==> src/verilog/mem_sys_pkg.sv <==
`default_nettype none

package mem_sys_pkg;

   //////////////////////////////////////////////////////////////////////
   // Sizes
   //////////////////////////////////////////////////////////////////////

   // Processor byte address and data word
   localparam int addr_w = 16;
   localparam int data_w = 16;

   // Address split is tag, index, word offset, byte bit
   localparam int tag_w   = 5;
   localparam int index_w = 8;
   localparam int words_per_line = 4;

   // Main memory timing
   localparam int mem_rd_latency   = 2;
   localparam int bank_busy_cycles = 4;

   //////////////////////////////////////////////////////////////////////
   // Encodings
   //////////////////////////////////////////////////////////////////////

   typedef enum logic [2:0] {
      st_idle,
      st_compare,
      st_writeback,
      st_fill,
      st_finish,
      st_error
   } ctrl_state_e;

   // Also used as the memory command opcode
   typedef enum logic [1:0] {
      op_none,
      op_read,
      op_write
   } req_op_e;

   //////////////////////////////////////////////////////////////////////
   // Bundles between blocks
   //////////////////////////////////////////////////////////////////////

   // Controller to cache array
   typedef struct packed {
      logic               enable;
      logic               comp;
      logic               write;
      logic               valid_in;
      logic [tag_w-1:0]   tag;
      logic [index_w-1:0] index;
      logic [1:0]         word;
      logic [data_w-1:0]  wdata;
   } cache_cmd_t;

   // Cache array back to controller, all combinational
   typedef struct packed {
      logic              hit;
      logic              dirty;
      logic              valid;
      logic [tag_w-1:0]  tag_out;
      logic [data_w-1:0] rdata;
   } cache_stat_t;

   // Word address, so the byte bit is gone
   typedef struct packed {
      req_op_e           op;
      logic [addr_w-2:0] addr;
      logic [data_w-1:0] wdata;
   } mem_cmd_t;

   typedef struct packed {
      logic [data_w-1:0] rdata;
      logic              stall;
      logic [3:0]        busy;
   } mem_rsp_t;

endpackage

`default_nettype wire

==> src/verilog/cache_ctrl.sv <==
`default_nettype none

module cache_ctrl (
   input  logic                                clk,
   input  logic                                rst_n,
   input  logic [mem_sys_pkg::addr_w-1:0]      addr,
   input  logic [mem_sys_pkg::data_w-1:0]      wdata,
   input  logic                                rd,
   input  logic                                wr,
   output mem_sys_pkg::cache_cmd_t             cache_cmd,
   input  mem_sys_pkg::cache_stat_t            cache_stat,
   output mem_sys_pkg::mem_cmd_t               mem_cmd,
   input  mem_sys_pkg::mem_rsp_t               mem_rsp,
   output logic [mem_sys_pkg::data_w-1:0]      rdata,
   output logic                                done,
   output logic                                stall,
   output logic                                cache_hit,
   output logic                                err
);

   mem_sys_pkg::ctrl_state_e state;
   mem_sys_pkg::ctrl_state_e next_state;

   // Captured request
   mem_sys_pkg::req_op_e             req_op;
   logic [mem_sys_pkg::tag_w-1:0]    req_tag;
   logic [mem_sys_pkg::index_w-1:0]  req_index;
   logic [1:0]                       req_word;
   logic [mem_sys_pkg::data_w-1:0]   req_wdata;

   // Words sent to memory, and fill words written back into the array
   logic [2:0] word_cnt;
   logic [2:0] rcv_cnt;

   logic mem_take;
   logic ld_take;
   logic ld_arrive;

   // Loads in flight, one slot per cycle of memory latency
   logic [mem_sys_pkg::mem_rd_latency-1:0] ld_vld;
   logic [1:0]                             ld_word [mem_sys_pkg::mem_rd_latency];

   //////////////////////////////////////////////////////////////////////
   // Request capture
   //////////////////////////////////////////////////////////////////////

   always_ff @(posedge clk) begin
      if (state == mem_sys_pkg::st_idle && (rd || wr)) begin
         req_tag   <= addr[mem_sys_pkg::addr_w-1 -: mem_sys_pkg::tag_w];
         req_index <= addr[mem_sys_pkg::addr_w-1-mem_sys_pkg::tag_w -: mem_sys_pkg::index_w];
         req_word  <= addr[2:1];
         req_wdata <= wdata;
      end
   end

   //////////////////////////////////////////////////////////////////////
   // State, counters, load tracking
   //////////////////////////////////////////////////////////////////////

   // Memory took this cycle's command
   assign mem_take  = (mem_cmd.op != mem_sys_pkg::op_none) & ~mem_rsp.stall;
   assign ld_take   = mem_take & (mem_cmd.op == mem_sys_pkg::op_read);
   assign ld_arrive = ld_vld[mem_sys_pkg::mem_rd_latency-1];

   always_ff @(posedge clk or negedge rst_n) begin
      if (!rst_n) begin
         state    <= mem_sys_pkg::st_idle;
         req_op   <= mem_sys_pkg::op_none;
         word_cnt <= '0;
         rcv_cnt  <= '0;
         ld_vld   <= '0;
      end else begin
         state  <= next_state;
         ld_vld <= {ld_vld[mem_sys_pkg::mem_rd_latency-2:0], ld_take};
         if (state == mem_sys_pkg::st_idle && (rd || wr)) begin
            req_op <= rd ? mem_sys_pkg::op_read : mem_sys_pkg::op_write;
         end
         // Counters restart on every compare
         if (state == mem_sys_pkg::st_compare) begin
            word_cnt <= '0;
            rcv_cnt  <= '0;
         end else begin
            // Stall freezes the counter; writeback hands a fresh count to the fill
            if (mem_take) begin
               if (state == mem_sys_pkg::st_writeback &&
                   word_cnt == 3'(mem_sys_pkg::words_per_line - 1)) begin
                  word_cnt <= '0;
               end else begin
                  word_cnt <= word_cnt + 3'd1;
               end
            end
            if (ld_arrive) rcv_cnt <= rcv_cnt + 3'd1;
         end
      end
   end

   // Word offset of each load follows it down the pipe
   always_ff @(posedge clk) begin
      ld_word[0] <= word_cnt[1:0];
      for (int s = 1; s < mem_sys_pkg::mem_rd_latency; s++) begin
         ld_word[s] <= ld_word[s-1];
      end
   end

   //////////////////////////////////////////////////////////////////////
   // FSM
   //////////////////////////////////////////////////////////////////////

   always_comb begin
      next_state = state;
      cache_cmd  = '0;
      mem_cmd    = '0;
      // Most states address the requested word
      cache_cmd.tag   = req_tag;
      cache_cmd.index = req_index;
      cache_cmd.word  = req_word;
      cache_cmd.wdata = req_wdata;
      mem_cmd.addr    = {req_tag, req_index, word_cnt[1:0]};
      mem_cmd.wdata   = cache_stat.rdata;
      case (state)
         mem_sys_pkg::st_idle: begin
            // Odd address or both strobes is refused
            if (rd || wr) begin
               next_state = (addr[0] || (rd && wr)) ? mem_sys_pkg::st_error
                                                    : mem_sys_pkg::st_compare;
            end
         end
         mem_sys_pkg::st_compare: begin
            cache_cmd.enable = 1'b1;
            cache_cmd.comp   = 1'b1;
            cache_cmd.write  = (req_op == mem_sys_pkg::op_write);
            if (cache_stat.hit) begin
               next_state = mem_sys_pkg::st_idle;
            end else if (cache_stat.valid && cache_stat.dirty) begin
               next_state = mem_sys_pkg::st_writeback;
            end else begin
               next_state = mem_sys_pkg::st_fill;
            end
         end
         mem_sys_pkg::st_writeback: begin
            // Victim words go out under the stored tag
            cache_cmd.enable = 1'b1;
            cache_cmd.word   = word_cnt[1:0];
            mem_cmd.op       = mem_sys_pkg::op_write;
            mem_cmd.addr     = {cache_stat.tag_out, req_index, word_cnt[1:0]};
            if (mem_take && word_cnt == 3'(mem_sys_pkg::words_per_line - 1)) begin
               next_state = mem_sys_pkg::st_fill;
            end
         end
         mem_sys_pkg::st_fill: begin
            if (word_cnt < 3'(mem_sys_pkg::words_per_line)) begin
               mem_cmd.op = mem_sys_pkg::op_read;
            end
            // Arriving word goes straight into the array
            if (ld_arrive) begin
               cache_cmd.enable = 1'b1;
               cache_cmd.write  = 1'b1;
               cache_cmd.word   = ld_word[mem_sys_pkg::mem_rd_latency-1];
               cache_cmd.wdata  = mem_rsp.rdata;
               // Last word marks the line valid under the new tag
               cache_cmd.valid_in = (rcv_cnt == 3'(mem_sys_pkg::words_per_line - 1));
               if (cache_cmd.valid_in) next_state = mem_sys_pkg::st_finish;
            end
         end
         mem_sys_pkg::st_finish: begin
            // Compare again; a write now hits and sets dirty
            cache_cmd.enable = 1'b1;
            cache_cmd.comp   = 1'b1;
            cache_cmd.write  = (req_op == mem_sys_pkg::op_write);
            next_state       = mem_sys_pkg::st_idle;
         end
         mem_sys_pkg::st_error: next_state = mem_sys_pkg::st_idle;
         default: next_state = mem_sys_pkg::st_idle;
      endcase
   end

   //////////////////////////////////////////////////////////////////////
   // Processor outputs
   //////////////////////////////////////////////////////////////////////

   assign stall     = (state != mem_sys_pkg::st_idle);
   assign err       = (state == mem_sys_pkg::st_error);
   // hit is only raised in compare mode
   assign cache_hit = (state == mem_sys_pkg::st_compare) & cache_stat.hit;
   assign done      = cache_hit | err | (state == mem_sys_pkg::st_finish);
   assign rdata     = cache_stat.rdata;

endmodule

`default_nettype wire

==> config.mk <==
export PLATFORM = sky130hd
export DESIGN_NAME = cache_ctrl
export DESIGN_NICKNAME = d
export VERILOG_FILES = /design/src/verilog/mem_sys_pkg.sv /design/src/verilog/cache_ctrl.sv
export SDC_FILE = /design/constraint.sdc
export NUM_CORES = 1
export LEC_CHECK = 0
export ABC_AREA = 1
export BUFFER_PORTS_ARGS = -buffer_cell sky130_fd_sc_hd__clkbuf_2
export CORE_MARGIN = 5
export CORE_UTILIZATION = 44
export DETAILED_ROUTE_END_ITERATION = 6
export GPL_TIMING_DRIVEN = 0
export PLACE_DENSITY = 0.94
export SYNTH_ARGS = -nofsm -noshare
export SYNTH_HDL_FRONTEND = slang
export SYNTH_SLANG_ARGS = --single-unit
==> constraint.sdc <==
create_clock -name clk -period 8.2 [get_ports clk]
set_input_delay 1.23 -clock clk [delete_from_list [all_inputs] [get_ports clk]]
set_output_delay 1.23 -clock clk [all_outputs]
set_load 0.005 [all_outputs]
==> results of run 1 <==
-- stage by stage --
step,util,instances
2_1_floorplan,-,257
3_3_place_gp,0.6188,475
3_5_place_dp,0.6263,476
4_1_cts,0.6444,484
5_1_grt,0.6444,484
6_report,0.6444,484
-- critical path: cells and delay by family, from the launching register on --
kind | cells | cell delay (ns)
buffers and inverters | 2 | 0.35
DFF | 1 | 0.48
AOI/OAI and AO/OA | 1 | 0.22
and+or+nand+nor | 1 | 0.50
-- registers in the layout (all words and copies together), names as in the netlist --
name / cells
req_word: 2
req_tag: 5
word_cnt: 3
state: 3
req_wdata: 16
ld_word: 4
ld_vld: 2
rcv_cnt: 3
req_index: 8
req_op: 2
-- cells by family after synthesis --
| logic type | Yosys count | synth area share |
|---|---|---|
| AOI/OAI and AO/OA | 10 | 0.02374 |
| adders and majority gates | 3 | 0.01582 |
| DFF | 48 | 0.5633 |
| buffers and inverters | 66 | 0.1751 |
| and+or+nand+nor | 129 | 0.2184 |
| xor gates and xnor gates | 1 | 0.003693 |
-- how the worst max path moves through the flow --
stage / from / end / slack [ns] / depth (start not counted)
after floorplan: rd / req_index[0] / 4.87 / 2
after global placement: rd / req_wdata[4] / 4.04 / 3
after detailed placement: cache_stat[23] / done / 5.24 / 4
after CTS: state[2] / cache_cmd[32] / 5.13 / 6
after global routing: state[2] / cache_cmd[32] / 5.01 / 6
final: state[2] / done / 5.13 / 4
-- area by class of cell --
cell class                      instances  area (um^2)
Sequential cell                        48         1336
Fill cell                             435         1839
Clock inverter                          3        25.02
Buffer                                 46        340.3
Timing Repair Buffer                  149        768.2
Clock buffer                            5        68.82
Multi-Input combinational cell        143        631.9
Tap cell                               70        87.58
Inverter                               20        75.07
-- power groups by stage --
| stage | Clock, mW | Sequential [mW] | Combinational (mW) |
|---|---|---|---|
| global placement | 0 | 0.379 | 0.359 |
| CTS | 0.147 | 0.375 | 0.390 |
| finish | 0.144 | 0.374 | 0.383 |
| floorplan | 0 | 0.373 | 0.218 |
| detailed placement | 0 | 0.380 | 0.388 |
| global route | 0.160 | 0.383 | 0.432 |
-- metal layers --
layer	share of wire	wire [um]	GRT usage	vias to the layer above
li1	-	-	-	1086
met4	0.016	105	0.06287	0
met5	0	0	0	-
met1	0.32	2065	0.1776	964
met2	0.55	3557	0.3535	124
met3	0.12	787	0.07228	10
-- cells in the final DEF (no fill, tap or decap) --
| cell type | instances |
|---|---|
| nor2_4 | 1 |
| inv_2 | 2 |
| buf_4 | 44 |
| o21a_1 | 1 |
| clkbuf_8 | 5 |
| ha_1 | 3 |
| nor2_2 | 1 |
| clkinvlp_4 | 1 |
| edfxtp_1 | 31 |
| nand2_1 | 97 |
| nand4_1 | 1 |
| clkbuf_2 | 148 |
| o21ai_0 | 3 |
| nand3_1 | 12 |
| inv_1 | 18 |
| xnor2_1 | 1 |
| inv_6 | 2 |
| dfxtp_1 | 4 |
| dfrtp_1 | 13 |
| buf_16 | 1 |
| buf_2 | 2 |
| a21oi_1 | 3 |
| o22ai_1 | 1 |
| a21oi_4 | 1 |
| nand2_2 | 1 |
| o21bai_1 | 1 |
| nor2_1 | 13 |
| nor3_1 | 3 |
==> flow_metrics.py, run 1 <==
metrics = {
    "worst_hold_path": {
        "whs_path_depth": 0,
        "hold_start": "ld_word[0][1]",
        "min_path_type": "flop to flop",
        "hold_end": "ld_word[0][3]",
    },
    "timing": {
        "period_share": 0.3742,
        "grt_setup_unrepaired": "no",
        "final.setup.tns_ns": 0,
        "maxSlewViolCount": 0,
        "hold_ws_ns": 0.3362,
        "fin_crit_ns": 3.069,
        "clock_skew_ns": 0.005243,
        "setup_viol": 0,
        "final.setup.worst_slack_ns": 5.131,
        "fmax_ghz": 0.3259,
        "slew_headroom": 0.6488,
        "worst-slew-pin-transition_ns": 0.5228,
        "finalHoldViolations": 0,
    },
    "clock_network": {
        "cts_tree": "built",
        "cts_resized": 0,
        "cts.sinks": 48,
        "postCtsHoldBufs": 0,
        "cts.clk_slew.worst_paths_ns": 0.09,
        "clockBufferDepth": 2,
        "clock_latency_ns": 0.29,
        "cts-htree-levels": 2,
        "post-cts-setup-buffers": 0,
        "cts-root-buf": "clkbuf_8",
        "cts_inserted_buffers": 5,
    },
    "synthesis": {
        "ys_warn_count": 0,
        "synth_area_leader_cell": "edfxtp_1",
        "synth_most_common_cell": "nand2_1",
        "yosys-top-cells-count": "97 x nand2_1, 44 x buf_4, 31 x edfxtp_1",
        "ys.flop_type": "edfxtp_1",
        "ys_ff_latch": 48,
        "synth_edf_count": 31,
        "synthTopCellsByArea": "edfxtp_1 39%, nand2_1 15%, buf_4 14%",
        "synthArstFlopShare": 0.2708,
        "synth_area_um2": 2372,
        "postSynthCellCount": 257,
        "synth_cell_types": 22,
        "synth_top_area_share": 0.3924,
        "syn_area_per_cell_um2": 9.231,
        "ys_seq_area_frac": 0.5633,
        "synth_nets": 341,
    },
    "worst_setup_path": {
        "crit_chain": "nor3_1 -> inv_2 -> o22ai_1 -> clkbuf_2",
        "rr_startpoint": "state[2]",
        "regToRegEndpoint": "req_index[5]",
        "slowest_stage": "nor3_1",
        "slowest_delay_ns": 0.50,
        "critPathKind": "flop to primary output",
        "worstPathMaxFanout": 9,
        "endpoint_kind": "primary output",
        "critPathLaunchType": "flop",
        "reg2regPathDepth": 4,
        "arrival_ns": 1.84,
        "required_ns": 6.97,
        "regToRegSetupSlack_ns": 6.45,
    },
    "global_route": {
        "grt_pass1_vias": 2262,
        "grt_max_degree": 26,
        "grt_overflow": 0,
        "antenna_found_initial": 0,
        "track_usage": 0.1845,
        "grt_pass1_wl_um": 10560,
    },
    "pwr": {
        "ir_drop_mv": 0.1884,
        "clkPwrFrac": 0.160,
        "power_mw": 0.9013,
        "seqPwrFrac": 0.415,
        "powerDensity_nw_per_um2": 270.4,
        "pwr-share-comb": 0.425,
        "p_int_mw": 0.5697,
        "swShare": 0.3679,
        "switching_power_mw": 0.3316,
        "power_leakage_nw": 1.842,
    },
    "die": {
        "ios": 169,
        "chipWidth_um": 83.43,
        "row_count": 26,
        "fp.coreArea_um2": 5172,
        "die_h_um": 83.43,
        "start_util": 0.4586,
        "die_area_um2": 6960,
    },
    "routing": {
        "drt_first_pass_iters": 4,
        "viasPerCell": 4.512,
        "wl_um": 6516,
        "drcViolationCount": 0,
        "drtIter0Drc": 52,
        "via_count": 2184,
        "wl_per_cell_um": 13.46,
        "ant_nets": 0,
    },
    "finish": {
        "final_nets": 497,
        "area_delta_synth_final_pct": 40.51,
        "diodes": 0,
        "post-route-cell-area_um2": 3333,
        "drive_gt1_frac": 0.5048,
    },
    "place": {
        "dp_slack_ns": 5.243,
        "gp_congestion": 0.8448,
        "dpl.hpwl_um": 5404,
        "placed_area_um2": 3239,
        "port-buffer-count": 148,
    },
    "status": {
        "status": "finished, final reports clean",
    },
    "flow_run": {
        "cap_violations": 0,
    },
}
Note: power is estimated with default switching activity, not from simulation.
==> inputs of run 2 (changes only) <==
--- a/config.mk
+++ b/config.mk
@@ -8,10 +8,10 @@
 export ABC_AREA = 1
 export BUFFER_PORTS_ARGS = -buffer_cell sky130_fd_sc_hd__clkbuf_2
 export CORE_MARGIN = 5
-export CORE_UTILIZATION = 44
+export CORE_UTILIZATION = 37
 export DETAILED_ROUTE_END_ITERATION = 6
 export GPL_TIMING_DRIVEN = 0
-export PLACE_DENSITY = 0.94
+export PLACE_DENSITY = 0.86
 export SYNTH_ARGS = -nofsm -noshare
 export SYNTH_HDL_FRONTEND = slang
 export SYNTH_SLANG_ARGS = --single-unit
==> constraint.sdc (replaced) <==
create_clock -name clk -period 2.77 [get_ports clk]
set_input_delay 0.4155 -clock clk [delete_from_list [all_inputs] [get_ports clk]]
set_output_delay 0.4155 -clock clk [all_outputs]
set_load 0.005 [all_outputs]
==> run 2 against run 1 <==
Setup slack got worse by 4.6 ns. Sequential power rose to 2.9 times the previous value. Power increased to 3.0 times the previous value. Hold slack worse by 0.048 ns. Clock power rose to 3.1 times the previous value. Global-route usage down 3.9 points. First-iteration DRC count increased by 7.7%. Critical path depth increased by 2. Core utilization is 11 points lower. Combinational power grew to 2.9 times the previous value. Critical endpoint is now cache_cmd[32]. Highest routed layer unchanged.
==> flow_metrics.py, run 2 (synthesized netlist as in run 1, its figures left out) <==
metrics = {
    "status": {
        "status": "finished, final reports clean",
    },
    "timing": {
        "fmax_ghz": 0.4512,
        "hold_ws_ns": 0.2882,
        "setup_viol": 0,
        "grt_setup_unrepaired": "no",
        "maxSlewViolCount": 0,
        "fin_crit_ns": 2.216,
        "slew_headroom": 0.6525,
        "final.setup.tns_ns": 0,
        "finalHoldViolations": 0,
        "period_share": 0.8002,
        "clock_skew_ns": 0.007052,
        "worst-slew-pin-transition_ns": 0.5172,
    },
    "finish": {
        "fillers": 577,
        "reg.largest.list": "req_wdata x16, req_index x8, req_tag x5",
        "multi_input_area_um2": 631.9,
        "largest-register": "req_wdata",
        "final_nets": 498,
        "layout_common_cells": "148 x clkbuf_2, 97 x nand2_1, 44 x buf_4, 31 x edfxtp_1, 18 x inv_1",
        "largest_reg_flops": 16,
        "drive_gt1_frac": 0.5012,
        "diodes": 0,
        "area_delta_synth_final_pct": 41.35,
        "post-route-cell-area_um2": 3353,
        "layoutNonFillerInstCount": 492,
        "ff_latch_area_um2": 1336,
        "final_common_cell": "clkbuf_2",
    },
    "die": {
        "die_area_um2": 8113,
        "chipWidth_um": 90.07,
        "start_util": 0.3779,
        "ios": 169,
        "fp.coreArea_um2": 6277,
        "die_h_um": 90.07,
        "row_count": 29,
    },
    "worst_setup_path": {
        "regToRegSetupSlack_ns": 1.04,
        "slowest_delay_ns": 0.49,
        "cp-endpoint": "cache_cmd[32]",
        "critPathBufInv": 2,
        "critPathKind": "flop to primary output",
        "rr_startpoint": "state[2]",
        "cpMostUsedCell": "nand2_1",
        "endpoint_kind": "primary output",
        "cp.depth": 6,
        "crit_path_start": "state[2]",
        "regToRegEndpoint": "req_wdata[11]",
        "slowest_stage": "nor3_1",
        "required_ns": 2.35,
        "arrival_ns": 1.80,
        "crit_chain": "nor3_1 -> inv_2 -> nand2_1 -> nand3_1 -> nand2_1 -> clkbuf_2",
        "critPathLaunchType": "flop",
        "path_delay_family": "simple AND/OR/NAND/NOR gates",
        "worstPathMaxFanout": 9,
        "reg2regPathDepth": 4,
    },
    "routing": {
        "wl_um": 6166,
        "viasPerCell": 4.382,
        "ant_nets": 0,
        "drcViolationCount": 0,
        "wl_per_cell_um": 12.53,
        "via_count": 2156,
        "drtIter0Drc": 56,
        "drt_first_pass_iters": 4,
    },
    "global_route": {
        "grt_pass1_wl_um": 9770,
        "grt_overflow": 0,
        "grt_pass1_vias": 2099,
        "track_usage": 0.1459,
        "antenna_found_initial": 0,
        "grt_max_degree": 28,
    },
    "clock_network": {
        "post-cts-setup-buffers": 0,
        "clockBufferDepth": 2,
        "cts_inserted_buffers": 5,
        "cts.sinks": 48,
        "cts.clk_slew.worst_paths_ns": 0.09,
        "cts-root-buf": "clkbuf_8",
        "cts-htree-levels": 2,
        "postCtsHoldBufs": 1,
        "cts_tree": "built",
        "clock_latency_ns": 0.29,
        "cts_resized": 0,
    },
    "place": {
        "port-buffer-count": 148,
        "dpl.hpwl_um": 5114,
        "placed_area_um2": 3241,
        "gp_congestion": 0.8212,
        "dp_cells": 483,
    },
    "pwr": {
        "power_leakage_nw": 1.851,
        "power_mw": 2.667,
        "powerDensity_nw_per_um2": 795.2,
        "ir_drop_mv": 0.4352,
    },
    "flow_run": {
        "cap_violations": 0,
    },
    "worst_hold_path": {
        "min_path_type": "primary input to flop",
    },
}
run 2: cell count changes in the layout (fill, tap and decap cells not counted):
cell / delta
clkbuf_16: +1
inv_6: -2
dlygate4sd3_1: +1
clkinvlp_4: -1
clkbuf_1: +1
clkinv_2: +1
buf_16: -1
buf_12: +1
run 2: cell type report:
cell class                      count  share of cell area
Tap cell                           77             0.02873
Clock inverter                      1            0.001493
Buffer                             46              0.1015
Sequential cell                    48              0.3985
Multi-Input combinational cell    143              0.1884
Timing Repair Buffer              150              0.2299
Inverter                           20             0.02239
Clock buffer                        7             0.02910
run 2: worst min path at each step:
stage / from / endpoint / slack (ns) / depth (start not counted)
2_1_floorplan: rst_n / ld_vld[0] / 0.12 / 0
3_3_place_gp: ld_word[0][0] / ld_word[0][2] / 0.31 / 0
3_5_place_dp: ld_word[0][0] / ld_word[0][2] / 0.31 / 0
4_1_cts: mem_rsp[4] / ld_vld[0] / 0.28 / 2
5_1_grt: addr[2] / req_word[1] / 0.27 / 1
6_report: mem_rsp[4] / ld_vld[0] / 0.29 / 2
run 2: per-stage QoR:
| stage | util | setup WS [ns] |
|---|---|---|
| global placement | 0.5119 | 0.2211 |
| global route | 0.5342 | 0.4149 |
| floorplan | - | 0.7012 |
| CTS | 0.5342 | 0.5409 |
| detailed placement | 0.5162 | 0.8874 |
| finish | 0.5342 | 0.5536 |
run 2: report_power, final:
group | internal (mW) | switching [mW]
combinational | 0.501 | 0.613
clock | 0.232 | 0.216
sequential | 0.994 | 0.111
total | 1.73 | 0.940
run 2: per-layer routing:
metal | share of wire | up-vias | track usage
met5 | 0 | - | 0
met2 | 0.52 | 127 | 0.2640
met1 | 0.34 | 931 | 0.1503
met3 | 0.12 | 12 | 0.06511
met4 | 0.015 | 0 | 0.04342
li1 | - | 1086 | -
==> inputs of run 3 (changes only) <==
==> constraint.sdc (replaced) <==
create_clock -name clk -period 1.9 [get_ports clk]
set_input_delay 0.285 -clock clk [delete_from_list [all_inputs] [get_ports clk]]
set_output_delay 0.285 -clock clk [all_outputs]
set_load 0.005 [all_outputs]
==> run 3 against run 2 <==
Count of clock-buffer cells in the layout fell by 2. Clock skew fell by 0.0019 ns. Die area did not move. Sequential cell count did not move. Critical path depth did not move. Highest routed layer unchanged.
==> flow_metrics.py, run 3 (synthesized netlist as in run 1, its figures left out) <==
metrics = {
    "clock_network": {
        "cts.clk_slew.worst_paths_ns": 0.09,
        "cts.sinks": 48,
        "cts_tree": "built",
        "cts-htree-levels": 2,
        "clockBufferDepth": 2,
        "cts_inserted_buffers": 5,
        "clock_latency_ns": 0.30,
        "cts-root-buf": "clkbuf_8",
    },
    "global_route": {
        "track_usage": 0.1550,
        "top_usage_layer": "met2",
        "grt_overflow": 0,
        "grt_pass1_wl_um": 10190,
        "grt_pass1_vias": 2079,
        "grt_max_degree": 18,
        "grt_use_met1": 0.1676,
        "antenna_found_initial": 0,
        "grt.met2_usage": 0.2799,
        "grt_use_met3": 0.06344,
    },
    "pwr": {
        "p_int_mw": 2.686,
        "ir_drop_mv": 0.6860,
        "clkPwrFrac": 0.174,
        "switching_power_mw": 1.500,
        "swShare": 0.3583,
        "pwr-share-comb": 0.439,
        "power_leakage_nw": 1.890,
        "seqPwrFrac": 0.386,
        "powerDensity_nw_per_um2": 1211,
    },
    "finish": {
        "final_common_cell": "clkbuf_2",
        "multi_input_area_um2": 664.4,
        "post-route-cell-area_um2": 3457,
        "largest_reg_flops": 16,
        "diodes": 0,
        "fillers": 559,
        "layoutNonFillerInstCount": 500,
        "layout_common_cells": "148 x clkbuf_2, 97 x nand2_1, 52 x buf_4, 31 x edfxtp_1, 17 x inv_1",
        "drive_gt1_frac": 0.5225,
        "final_nets": 506,
        "reg.largest.list": "req_wdata x16, req_index x8, req_tag x5",
        "ff_latch_area_um2": 1339,
        "area_delta_synth_final_pct": 45.73,
        "fin_util": 0.5507,
        "largest-register": "req_wdata",
    },
    "timing": {
        "worst-slew-pin-transition_ns": 0.5493,
        "slew_headroom": 0.6330,
        "hold_ws_ns": 0.1560,
        "final.setup.worst_slack_ns": 0.05491,
        "period_share": 0.9711,
        "setup_viol": 0,
        "finalHoldViolations": 0,
        "fin_crit_ns": 1.845,
        "fmax_ghz": 0.5420,
        "grt_setup_unrepaired": "yes",
        "clock_skew_ns": 0.005201,
        "maxSlewViolCount": 0,
    },
    "routing": {
        "wl_um": 6794,
        "drcViolationCount": 0,
        "wl_per_cell_um": 13.59,
        "viasPerCell": 4.430,
        "drt_first_pass_iters": 4,
        "via_count": 2215,
        "ant_nets": 0,
        "drtIter0Drc": 57,
    },
    "flow_run": {
        "cap_violations": 0,
    },
    "die": {
        "ios": 169,
        "chipWidth_um": 90.07,
        "die_area_um2": 8113,
        "fp.coreArea_um2": 6277,
        "start_util": 0.3779,
        "die_h_um": 90.07,
        "row_count": 29,
    },
    "worst_setup_path": {
        "arrival_ns": 1.56,
        "required_ns": 1.62,
        "reg2regPathDepth": 4,
        "crit_path_start": "state[2]",
        "regToRegEndpoint": "req_wdata[2]",
        "critPathLaunchType": "flop",
        "regToRegSetupSlack_ns": 0.12,
        "cp-endpoint": "cache_cmd[16]",
        "endpoint_kind": "primary output",
        "critPathKind": "flop to primary output",
        "rr_startpoint": "state[1]",
        "worstPathMaxFanout": 10,
    },
    "place": {
        "port-buffer-count": 148,
        "dp_cells": 482,
        "gp_congestion": 0.8345,
        "dpl.hpwl_um": 5191,
        "dp_slack_ns": -0.2137,
        "placed_area_um2": 3221,
    },
    "worst_hold_path": {
        "min_path_type": "primary input to flop",
    },
    "status": {
        "status": "finished, final reports clean",
    },
}
## run 3: worst max-delay path, stage by stage, from the launching register on
cell      delay [ns]
dfrtp_2         0.48
nor2_1          0.15
nand2_1         0.12
buf_4           0.20
nand3_1         0.09
nand3_1         0.09
clkbuf_2        0.13
## run 3: per-layer routing
metal / part of all wire / vias to the layer above
met3: 0.11 / 8
li1: - / 1106
met5: 0 / -
met4: 0.012 / 0
met1: 0.36 / 975
met2: 0.52 / 126
## run 3: worst min path at each step
stage | end | depth (start not counted) | startpoint | slack (ns)
after floorplan | ld_vld[0] | 0 | rst_n | -0.01
after global placement | word_cnt[2] | 1 | rst_n | 0.19
after detailed placement | word_cnt[2] | 1 | rst_n | 0.20
after CTS | req_tag[0] | 1 | addr[11] | 0.15
after global routing | req_wdata[7] | 1 | wdata[7] | 0.13
final | req_tag[0] | 1 | addr[11] | 0.16
## run 3: cell type report
class	count	share of cell area
sequential	48	0.3873
timing repair buffer	158	0.2403
multi-input combinational	144	0.1922
buffer	45	0.09700
tap	77	0.02787
inverter	20	0.02316
clock buffer	5	0.01991
clock inverter	3	0.01231
## run 3: per-stage QoR
| stage | TNS (ns) | total power, mW |
|---|---|---|
| CTS | -0.04891 | 4.058 |
| floorplan | 0 | 2.554 |
| finish | 0 | 4.185 |
| global placement | -4.534 | 3.197 |
| global route | -0.02853 | 4.494 |
| detailed placement | -6.792 | 3.266 |
## run 3: timing repair
action                     4_1_cts  5_1_grt
setup buffers                    1        8
setup endpoints to repair       50       35
pin swaps                        0        3
gates cloned                     1        0
hold endpoints to repair        13        0
resized for setup                6        4
hold buffers                     1        0
## run 3: power by group through the flow
stage	logic [mW]	registers (mW)	clock network (mW)
floorplan	0.952	1.60	0
global placement	1.57	1.62	0
detailed placement	1.62	1.64	0
CTS	1.69	1.62	0.755
global route	2.04	1.64	0.807
finish	1.84	1.62	0.730
